$ cat src/rtl/cpu_pkg.sv
// ======================================================================
// Shared definitions for the five-stage CPU
// Field widths, opcode and ALU function enums, stage register structs
// ======================================================================
package cpu_pkg;

   localparam int xlen  = 32;
   localparam int op_w  = 5;
   localparam int fn_w  = 5;
   localparam int reg_w = 5;
   localparam int imm_w = 17;   // Signed immediate in bits 16:0
   localparam int tgt_w = 27;   // Signed jump target in bits 26:0

   typedef logic [xlen-1:0]  word_t;
   typedef logic [reg_w-1:0] reg_idx_t;

   typedef enum logic [op_w-1:0] {
      op_rtype = 5'b00000,
      op_j     = 5'b00001,
      op_bne   = 5'b00010,
      op_addi  = 5'b00101,
      op_sw    = 5'b00111,
      op_lw    = 5'b01000
   } opcode_e;

   typedef enum logic [fn_w-1:0] {
      fn_add = 5'b00000,
      fn_sub = 5'b00001,
      fn_and = 5'b00010,
      fn_or  = 5'b00011,
      fn_sll = 5'b00100,
      fn_sra = 5'b00101
   } alu_fn_e;

   // add r0, r0, r0
   localparam word_t nop_word = '0;

   typedef struct packed {
      word_t    pc;       // Address of this instruction
      opcode_e  opcode;
      alu_fn_e  alu_fn;
      reg_idx_t rd;
      reg_idx_t rs;
      reg_idx_t rt;
      word_t    val_a;    // Always read through rs
      word_t    val_b;    // Read through rd for bne and sw
      word_t    imm;      // Sign extended
      logic     wen;
   } dx_t;

   typedef struct packed {
      opcode_e  opcode;
      reg_idx_t rd;
      logic     wen;
      word_t    alu;
      word_t    store;
   } xm_t;

endpackage
$ cat src/rtl/fwd_if.sv
// ======================================================================
// Forwarding bus from the memory and write-back stages
// ======================================================================
interface fwd_if;
   import cpu_pkg::*;

   // Result sitting in the memory stage
   logic     xm_wen;
   reg_idx_t xm_rd;
   word_t    xm_val;

   // Value being written back this cycle
   logic     mw_wen;
   reg_idx_t mw_rd;
   word_t    mw_val;

   modport src (
      output xm_wen, xm_rd, xm_val,
      output mw_wen, mw_rd, mw_val
   );

   modport exe (
      input xm_wen, xm_rd, xm_val,
      input mw_wen, mw_rd, mw_val
   );

   modport dec (input mw_wen, mw_rd, mw_val);

endinterface

$ cat src/rtl/cpu_top.sv
// ======================================================================
// CPU top level
// Five pipeline stages with external instruction and data memories
// ======================================================================
module cpu_top #(
   parameter cpu_pkg::word_t reset_pc = '0
) (
   input  logic              clk,
   input  logic              clr,
   output cpu_pkg::word_t    imem_addr,
   input  cpu_pkg::word_t    imem_data,
   output cpu_pkg::word_t    dmem_addr,
   output cpu_pkg::word_t    dmem_wdata,
   output logic              dmem_wren,
   input  cpu_pkg::word_t    dmem_rdata,
   output logic              wb_en,
   output cpu_pkg::reg_idx_t wb_reg,
   output cpu_pkg::word_t    wb_data
);
   import cpu_pkg::*;

   word_t fd_pc, fd_instr;
   logic  stall, jump_taken, br_taken;
   word_t jump_target, br_target;
   dx_t   dx;
   xm_t   xm;

   fwd_if fwd ();

   fetch_stage #(.reset_pc(reset_pc)) fetch_i (
      .clk         (clk),
      .clr         (clr),
      .stall       (stall),
      .jump_taken  (jump_taken),
      .br_taken    (br_taken),
      .jump_target (jump_target),
      .br_target   (br_target),
      .imem_addr   (imem_addr),
      .imem_data   (imem_data),
      .fd_pc       (fd_pc),
      .fd_instr    (fd_instr)
   );

   decode_stage decode_i (
      .clk         (clk),
      .clr         (clr),
      .fd_pc       (fd_pc),
      .fd_instr    (fd_instr),
      .br_taken    (br_taken),
      .fwd         (fwd.dec),
      .stall       (stall),
      .jump_taken  (jump_taken),
      .jump_target (jump_target),
      .dx          (dx)
   );

   execute_stage execute_i (
      .clk       (clk),
      .clr       (clr),
      .dx        (dx),
      .fwd       (fwd.exe),
      .br_taken  (br_taken),
      .br_target (br_target),
      .xm        (xm)
   );

   mem_wb_stage mem_wb_i (
      .clk        (clk),
      .clr        (clr),
      .xm         (xm),
      .dmem_addr  (dmem_addr),
      .dmem_wdata (dmem_wdata),
      .dmem_wren  (dmem_wren),
      .dmem_rdata (dmem_rdata),
      .fwd        (fwd.src),
      .wb_en      (wb_en),
      .wb_reg     (wb_reg),
      .wb_data    (wb_data)
   );

endmodule

$ cat src/rtl/mem_wb_stage.sv
// ======================================================================
// Memory and write-back stages
// Data memory drive, memory/write-back register, result select
// ======================================================================
module mem_wb_stage (
   input  logic              clk,
   input  logic              clr,
   input  cpu_pkg::xm_t      xm,
   output cpu_pkg::word_t    dmem_addr,
   output cpu_pkg::word_t    dmem_wdata,
   output logic              dmem_wren,
   input  cpu_pkg::word_t    dmem_rdata,
   fwd_if.src                fwd,
   output logic              wb_en,
   output cpu_pkg::reg_idx_t wb_reg,
   output cpu_pkg::word_t    wb_data
);
   import cpu_pkg::*;

   // Memory answers in the same cycle
   assign dmem_addr  = xm.alu;
   assign dmem_wdata = xm.store;
   assign dmem_wren  = xm.opcode == op_sw;

   // A lw here is held back by the decode stall
   assign fwd.xm_wen = xm.wen;
   assign fwd.xm_rd  = xm.rd;
   assign fwd.xm_val = xm.alu;

   always_ff @(posedge clk or posedge clr) begin
      if (clr) begin
         wb_en  <= 1'b0;
         wb_reg <= '0;
      end else begin
         wb_en  <= xm.wen;
         wb_reg <= xm.rd;
      end
   end

   always_ff @(posedge clk) begin
      wb_data <= (xm.opcode == op_lw) ? dmem_rdata : xm.alu;
   end

   assign fwd.mw_wen = wb_en;
   assign fwd.mw_rd  = wb_reg;
   assign fwd.mw_val = wb_data;

endmodule

$ cat src/rtl/execute_stage.sv
// ======================================================================
// Execute stage
// Operand forwarding, ALU, bne resolution and the execute/memory register
// ======================================================================
module execute_stage (
   input  logic           clk,
   input  logic           clr,
   input  cpu_pkg::dx_t   dx,
   fwd_if.exe             fwd,
   output logic           br_taken,
   output cpu_pkg::word_t br_target,
   output cpu_pkg::xm_t   xm
);
   import cpu_pkg::*;

   reg_idx_t   src_b;
   word_t      op_a, op_b;
   word_t      alu_in_b, alu_out;
   logic       use_imm;
   alu_fn_e    fn;
   logic [4:0] shamt;
   xm_t        xm_next;

   // Memory stage first, then write-back, else the value read in decode
   function automatic word_t pick(reg_idx_t src, word_t reg_val);
      if (src != '0 && fwd.xm_wen && fwd.xm_rd == src) return fwd.xm_val;
      if (src != '0 && fwd.mw_wen && fwd.mw_rd == src) return fwd.mw_val;
      return reg_val;
   endfunction

   assign src_b = (dx.opcode == op_bne || dx.opcode == op_sw) ? dx.rd : dx.rt;

   always_comb begin
      op_a = pick(dx.rs, dx.val_a);
      op_b = pick(src_b, dx.val_b);
   end

   assign use_imm  = dx.opcode inside {op_addi, op_lw, op_sw};
   assign alu_in_b = use_imm ? dx.imm : op_b;
   assign fn       = (dx.opcode == op_rtype) ? dx.alu_fn : fn_add;   // Address calc adds
   assign shamt    = dx.imm[11:7];

   always_comb begin
      case (fn)
         fn_add:  alu_out = op_a + alu_in_b;
         fn_sub:  alu_out = op_a - alu_in_b;
         fn_and:  alu_out = op_a & alu_in_b;
         fn_or:   alu_out = op_a | alu_in_b;
         fn_sll:  alu_out = op_a << shamt;
         fn_sra:  alu_out = $signed(op_a) >>> shamt;
         default: alu_out = op_a + alu_in_b;
      endcase
   end

   // bne compares rs against rd
   assign br_taken  = dx.opcode == op_bne && op_a != op_b;
   assign br_target = dx.pc + 32'd1 + dx.imm;

   always_comb begin
      xm_next.opcode = dx.opcode;
      xm_next.rd     = dx.rd;
      xm_next.wen    = dx.wen;
      xm_next.alu    = alu_out;
      xm_next.store  = op_b;   // Forwarded like any operand
   end

   always_ff @(posedge clk or posedge clr) begin
      if (clr) xm <= '0;
      else     xm <= xm_next;
   end

   // Only a bne redirects, and the slot behind it comes in as a bubble
   a_br_source: assert property (@(posedge clk) disable iff (clr)
      br_taken |-> (dx.opcode == op_bne) ##1 !dx.wen);

endmodule

$ cat src/rtl/decode_stage.sv
// ======================================================================
// Decode stage
// Field split, register reads, jump redirect, load-use stall
// and the decode/execute register
// ======================================================================
module decode_stage (
   input  logic           clk,
   input  logic           clr,
   input  cpu_pkg::word_t fd_pc,
   input  cpu_pkg::word_t fd_instr,
   input  logic           br_taken,
   fwd_if.dec             fwd,
   output logic           stall,
   output logic           jump_taken,
   output cpu_pkg::word_t jump_target,
   output cpu_pkg::dx_t   dx
);
   import cpu_pkg::*;

   opcode_e  fd_op;
   reg_idx_t fd_src_b;
   logic     fd_use_a, fd_use_b;
   word_t    instr;
   opcode_e  op;
   reg_idx_t rd, rs, rt, src_b;
   word_t    val_a, val_b;
   dx_t      dx_next;

   // Hazard check against a lw now in execute
   assign fd_op    = opcode_e'(fd_instr[31:27]);
   assign fd_src_b = (fd_op == op_bne || fd_op == op_sw) ? fd_instr[26:22] : fd_instr[16:12];
   assign fd_use_a = fd_op inside {op_rtype, op_addi, op_lw, op_sw, op_bne};
   assign fd_use_b = fd_op inside {op_rtype, op_sw, op_bne};
   assign stall = dx.opcode == op_lw && dx.wen &&
                  ((fd_use_a && fd_instr[21:17] == dx.rd) || (fd_use_b && fd_src_b == dx.rd));

   // Bubble on stall, squash under a taken branch
   assign instr = (stall || br_taken) ? nop_word : fd_instr;
   assign op    = opcode_e'(instr[31:27]);
   assign rd    = instr[26:22];
   assign rs    = instr[21:17];
   assign rt    = instr[16:12];
   assign src_b = (op == op_bne || op == op_sw) ? rd : rt;   // bne and sw read rd

   reg_file reg_file_i (
      .clk    (clk),
      .clr    (clr),
      .rd_a   (rs),
      .rd_b   (src_b),
      .val_a  (val_a),
      .val_b  (val_b),
      .wen    (fwd.mw_wen),
      .wr_reg (fwd.mw_rd),
      .wr_val (fwd.mw_val)
   );

   assign jump_taken  = op == op_j;
   assign jump_target = {{(xlen-tgt_w){instr[tgt_w-1]}}, instr[tgt_w-1:0]};

   always_comb begin
      dx_next.pc     = fd_pc;
      dx_next.opcode = op;
      dx_next.alu_fn = alu_fn_e'(instr[6:2]);
      dx_next.rd     = rd;
      dx_next.rs     = rs;
      dx_next.rt     = rt;
      dx_next.val_a  = val_a;
      dx_next.val_b  = val_b;
      dx_next.imm    = {{(xlen-imm_w){instr[imm_w-1]}}, instr[imm_w-1:0]};
      dx_next.wen    = (op inside {op_rtype, op_addi, op_lw}) && rd != '0;
   end

   always_ff @(posedge clk or posedge clr) begin
      if (clr) dx <= '0;
      else     dx <= dx_next;
   end

   // A j never waits and the fetch behind it is dropped
   a_jump_flush: assert property (@(posedge clk) disable iff (clr)
      (fd_op == op_j && !br_taken) |-> !stall ##1 fd_instr == nop_word);

endmodule

$ cat src/rtl/reg_file.sv
// ======================================================================
// 32-entry register file, two read ports and one write port
// ======================================================================
module reg_file (
   input  logic               clk,
   input  logic               clr,
   input  cpu_pkg::reg_idx_t  rd_a,
   input  cpu_pkg::reg_idx_t  rd_b,
   output cpu_pkg::word_t     val_a,
   output cpu_pkg::word_t     val_b,
   input  logic               wen,
   input  cpu_pkg::reg_idx_t  wr_reg,
   input  cpu_pkg::word_t     wr_val
);
   import cpu_pkg::*;

   word_t regs [32];

   always_ff @(posedge clk or posedge clr) begin
      if (clr) begin
         for (int i = 0; i < 32; i++) regs[i] <= '0;
      end else if (wen && wr_reg != '0) begin
         regs[wr_reg] <= wr_val;
      end
   end

   // Same-cycle write shows through to decode
   assign val_a = (rd_a == '0) ? '0 : (wen && wr_reg == rd_a) ? wr_val : regs[rd_a];
   assign val_b = (rd_b == '0) ? '0 : (wen && wr_reg == rd_b) ? wr_val : regs[rd_b];

endmodule

$ cat src/rtl/fetch_stage.sv
// ======================================================================
// Fetch stage
// Program counter, next-pc select and the fetch/decode register
// ======================================================================
module fetch_stage #(
   parameter cpu_pkg::word_t reset_pc = '0
) (
   input  logic           clk,
   input  logic           clr,
   input  logic           stall,
   input  logic           jump_taken,
   input  logic           br_taken,
   input  cpu_pkg::word_t jump_target,
   input  cpu_pkg::word_t br_target,
   output cpu_pkg::word_t imem_addr,
   input  cpu_pkg::word_t imem_data,
   output cpu_pkg::word_t fd_pc,
   output cpu_pkg::word_t fd_instr
);
   import cpu_pkg::*;

   word_t pc;
   word_t pc_next;

   assign imem_addr = pc;

   // Branch beats jump, jump beats sequential
   assign pc_next = br_taken   ? br_target :
                    jump_taken ? jump_target : pc + 32'd1;

   always_ff @(posedge clk or posedge clr) begin
      if (clr) begin
         pc       <= reset_pc;
         fd_pc    <= '0;
         fd_instr <= nop_word;
      end else if (br_taken || jump_taken) begin
         pc       <= pc_next;
         fd_instr <= nop_word;   // Drop the wrong-path fetch
      end else if (!stall) begin
         pc       <= pc_next;
         fd_pc    <= pc;
         fd_instr <= imem_data;
      end
   end

   // Load-use stall freezes the front end
   a_pc_hold: assert property (@(posedge clk) disable iff (clr)
      stall |=> pc == $past(pc));

endmodule

$ cat config.mk
export PLATFORM = sky130hd
export DESIGN_NAME = cpu_top
export DESIGN_NICKNAME = d
export VERILOG_FILES = /design/src/rtl/cpu_pkg.sv /design/src/rtl/fwd_if.sv /design/src/rtl/cpu_top.sv /design/src/rtl/mem_wb_stage.sv /design/src/rtl/execute_stage.sv /design/src/rtl/decode_stage.sv /design/src/rtl/reg_file.sv /design/src/rtl/fetch_stage.sv
export SDC_FILE = /design/constraint.sdc
export NUM_CORES = 2
export LEC_CHECK = 0
export ABC_AREA = 0
export BUFFER_PORTS_ARGS = -buffer_cell sky130_fd_sc_hd__buf_2
export CORE_MARGIN = 2
export CORE_UTILIZATION = 40
export DETAILED_ROUTE_END_ITERATION = 7
export SLEW_MARGIN = 20
export SYNTH_ARGS = -nofsm -noshare
export SYNTH_HDL_FRONTEND = slang
export SYNTH_SLANG_ARGS = --single-unit
$ cat constraint.sdc
create_clock -name clk -period 44.1 [get_ports clk]
set_input_delay 4.41 -clock clk [delete_from_list [all_inputs] [get_ports clk]]
set_output_delay 4.41 -clock clk [all_outputs]
set_load 0.03 [all_outputs]
==> results.ini <==
[worst_setup_path]
path_delay_family = compound AO/OA/AOI/OAI gates
r2r_end = decode_i.dx[65]$_DFF_PP0_
crit_path_start_kind = flip-flop
crit_arrival_ns = 9.28
critPathMostFrequentCell = buf_4
path_max_fanout = 63
required_ns = 44.84
worstPathCellList = or4_4 > o211ai_2 > or2_2 > buf_4 > a31oi_1 > a22oi_1 > o221ai_1 > o41ai_1 > a32oi_1 > or4_1 > o21ai_4 > buf_4 > buf_4 > nand2_4 > buf_4 > buf_4 > a2bb2oi_1 > o2111ai_1 > a2111oi_0 > a211oi_1
endpoint = decode_i.dx[65]$_DFF_PP0_
cp_num_cells = 20
cp_num_buf_inv = 5
crit_start = decode_i.dx[103]$_DFF_PP0_
critical_path_class = reg -> reg
max_stage_delay_ns = 0.67
reg2reg_depth = 20
endpoint_kind = flip-flop
slowest_stage = or4_1
r2r_slack_ns = 35.57
reg2reg_from = decode_i.dx[103]$_DFF_PP0_

[min_path]
hold_class = reg -> reg

[route]
drt_pre_antenna_iters = 8
drcViolationCount = 10
drt_wl_total_mm = 360
vias = 73036
wire_per_inst_um = 32.8
postRouteAntennaNets = 0
viasPerCell = 6.66
drtIter0Drc = 9714

[run]
maxCapViolCount = 0

[die]
die_w_um = 450
dieArea_um2 = 203000
pin_count = 201
rows = 163
start_util = 0.403
core_area_um2 = 198000
fp.dieH_um = 450

[timing]
min_period_over_period = 0.194
tns_ns = 0
slew_headroom = 0.118
setup_viol = 0
rsz0062_at_grt = no
fin_hold_ws_ns = 0.360
hold_violations = 0
tightestPinTransition_ns = 1.32
fmax_mhz = 117
skew_ns = 0.0343
slew_violations = 0
layout_min_cycle_time_ns = 8.53

[global_route]
grt_first_pass_wirelength_mm = 513
grt_use_total = 0.343
grt_antenna_before_repair = 38
grt_pass1_vias = 69703
grt.overflow.total = 0
grt_start_max_net_pins = 167

[clock_tree]
insertion_delay_ns = 0.84
clockBufferDepth = 3
cts_setup_buffers = 0
cts_tree = built
numCtsBuffers = 155
cts_resized = 0
clock-sinks = 1362
hold_buffers = 0
htreeDepth = 4
path_clk_slew_ns = 0.07
cts-root-buf = clkbuf_16

[yosys]
synth_nets = 8635
synthFlopType = dfrtp_1
synth_edf_count = 0
ys_seq_area_frac = 0.426
ys_ff_latch = 1362
ys_types = 114
postSynthCellCount = 8501
syn_area_per_cell_um2 = 9.37
synthArstFlopShare = 0.977
ys_warn_count = 0
synth_area_um2 = 79600

[final_layout]
drive_above_1_share = 0.199
syn2layout_area_growth_pct = 10.2
seq_area_um2 = 33900
final_common_cell = dfrtp_1
multiInputGateArea_um2 = 41900
finish.instance_area_um2 = 87700
fillers = 18767
fin_nets = 8327
layout_common_cells = dfrtp_1 (1325), nand2_1 (1092), o21ai_0 (843), mux2_2 (826), a21oi_1 (400)

[pwr]
ir_drop_mv = 0.0474
power_density_nw_per_um2 = 55.8
cellLeakagePower_nw = 38.4

[placed_design]
port_buffers = 200
dp_hpwl_mm = 231
place_area_um2 = 82400
globalplace.congestion = 1.02

[status]
violations = DRC
status = finished, violations left

[cell usage after synthesis, types with 66 or more instances]
cell type / number / area, um^2
o211ai_1: 97 / 728
nor3_1: 111 / 556
xnor2_1: 93 / 815
a31oi_1: 157 / 982
mux2_2: 827 / 9310
buf_4: 74 / 556
ha_1: 66 / 826
o21ai_0: 844 / 4220
inv_1: 158 / 593
o22ai_1: 99 / 619
a221oi_1: 104 / 911
a21oi_1: 402 / 2010
nor2_1: 401 / 1510
dfrtp_1: 1330 / 33300
o2111ai_1: 67 / 587
nand3_1: 168 / 841
mux2i_1: 255 / 2550
clkbuf_1: 699 / 2620
nand2_1: 1112 / 4170
buf_2: 71 / 355
a22oi_1: 85 / 638
[report_power, final]
group / total [mW] / switching [mW] / leakage, nW / internal (mW)
combinational: 1.74 / 1.20 / 17.7 / 0.544
sequential: 1.80 / 0.307 / 18.1 / 1.49
clock: 1.35 / 0.564 / 2.57 / 0.786
total: 4.89 / 2.07 / 38.4 / 2.82
[area by class of cell]
type,count,area share
sequential,1362,0.387
inverter,164,0.00713
clock buffer,226,0.0512
timing repair buffer,420,0.0310
multi-input combinational,6090,0.477
antenna,8,0.000228
clock inverter,53,0.00853
tap,2640,0.0377
[kinds of logic after synthesis]
kind of cell,share of synthesized area
compound gates,0.214
xor+xnor,0.0153
fa+ha+maj,0.0141
buf+inv,0.0545
flops,0.426
mux,0.157
simple gates,0.119
[worst min-delay path by stage]
| stage | startpoint | to | slack (ns) | cells after the start |
|---|---|---|---|---|
| after floorplan | fetch_i.fd_pc[0]$_DFFE_PP0P_ | decode_i.dx[122]$_DFF_PP0_ | 0.35 | 0 |
| after global placement | fetch_i.fd_pc[28]$_DFFE_PP0P_ | decode_i.dx[150]$_DFF_PP0_ | 0.35 | 0 |
| after detailed placement | fetch_i.fd_pc[20]$_DFFE_PP0P_ | decode_i.dx[142]$_DFF_PP0_ | 0.35 | 0 |
| after CTS | fetch_i.fd_pc[3]$_DFFE_PP0P_ | decode_i.dx[125]$_DFF_PP0_ | 0.36 | 0 |
| after global routing | fetch_i.fd_pc[29]$_DFFE_PP0P_ | decode_i.dx[151]$_DFF_PP0_ | 0.37 | 0 |
| final | fetch_i.fd_pc[3]$_DFFE_PP0P_ | decode_i.dx[125]$_DFF_PP0_ | 0.36 | 0 |
[stage by stage]
stage / power [mW] / util / worst slack [ns] / cells
after floorplan: 2.76 / - / 2.20 / 8501
after global placement: 3.46 / 0.417 / 35.46 / 10676
after detailed placement: 3.48 / 0.417 / 35.36 / 10676
after CTS: 4.83 / 0.444 / 35.81 / 10955
after global routing: 5.05 / 0.444 / 35.33 / 10957
final: 4.89 / 0.444 / 35.57 / 10963
[registers in the layout, summed over array words and instances (netlist names)]
name and count:
decode_i.reg_file_i.regs 1024, execute_i.xm 75, mem_wb_i.fwd.mw_rd 5, fetch_i.imem_addr 32, mem_wb_i.fwd.mw_wen 1, mem_wb_i.fwd.mw_val 32
fetch_i.fd_instr 32, fetch_i.fd_pc 32, decode_i.dx 129
[layer usage]
layer / routed length, um / GRT usage / part of all wire / vias to the layer above
li1: - / - / - / 30458
met1: 140000 / 0.448 / 0.39 / 36510
met2: 152000 / 0.502 / 0.42 / 4884
met3: 45600 / 0.115 / 0.13 / 1170
met4: 21700 / 0.179 / 0.060 / 14
met5: 90 / 0 / 0.00025 / -
[worst reg2reg max path, delay by kind of cell (launching register included)]
family                 cells  cell delay (ns)
and+or+nand+nor            4             1.77
AOI/OAI and AO/OA         11             3.63
DFF                        1             0.42
buffers and inverters      5             2.63
(Power assumes the default switching activity.)
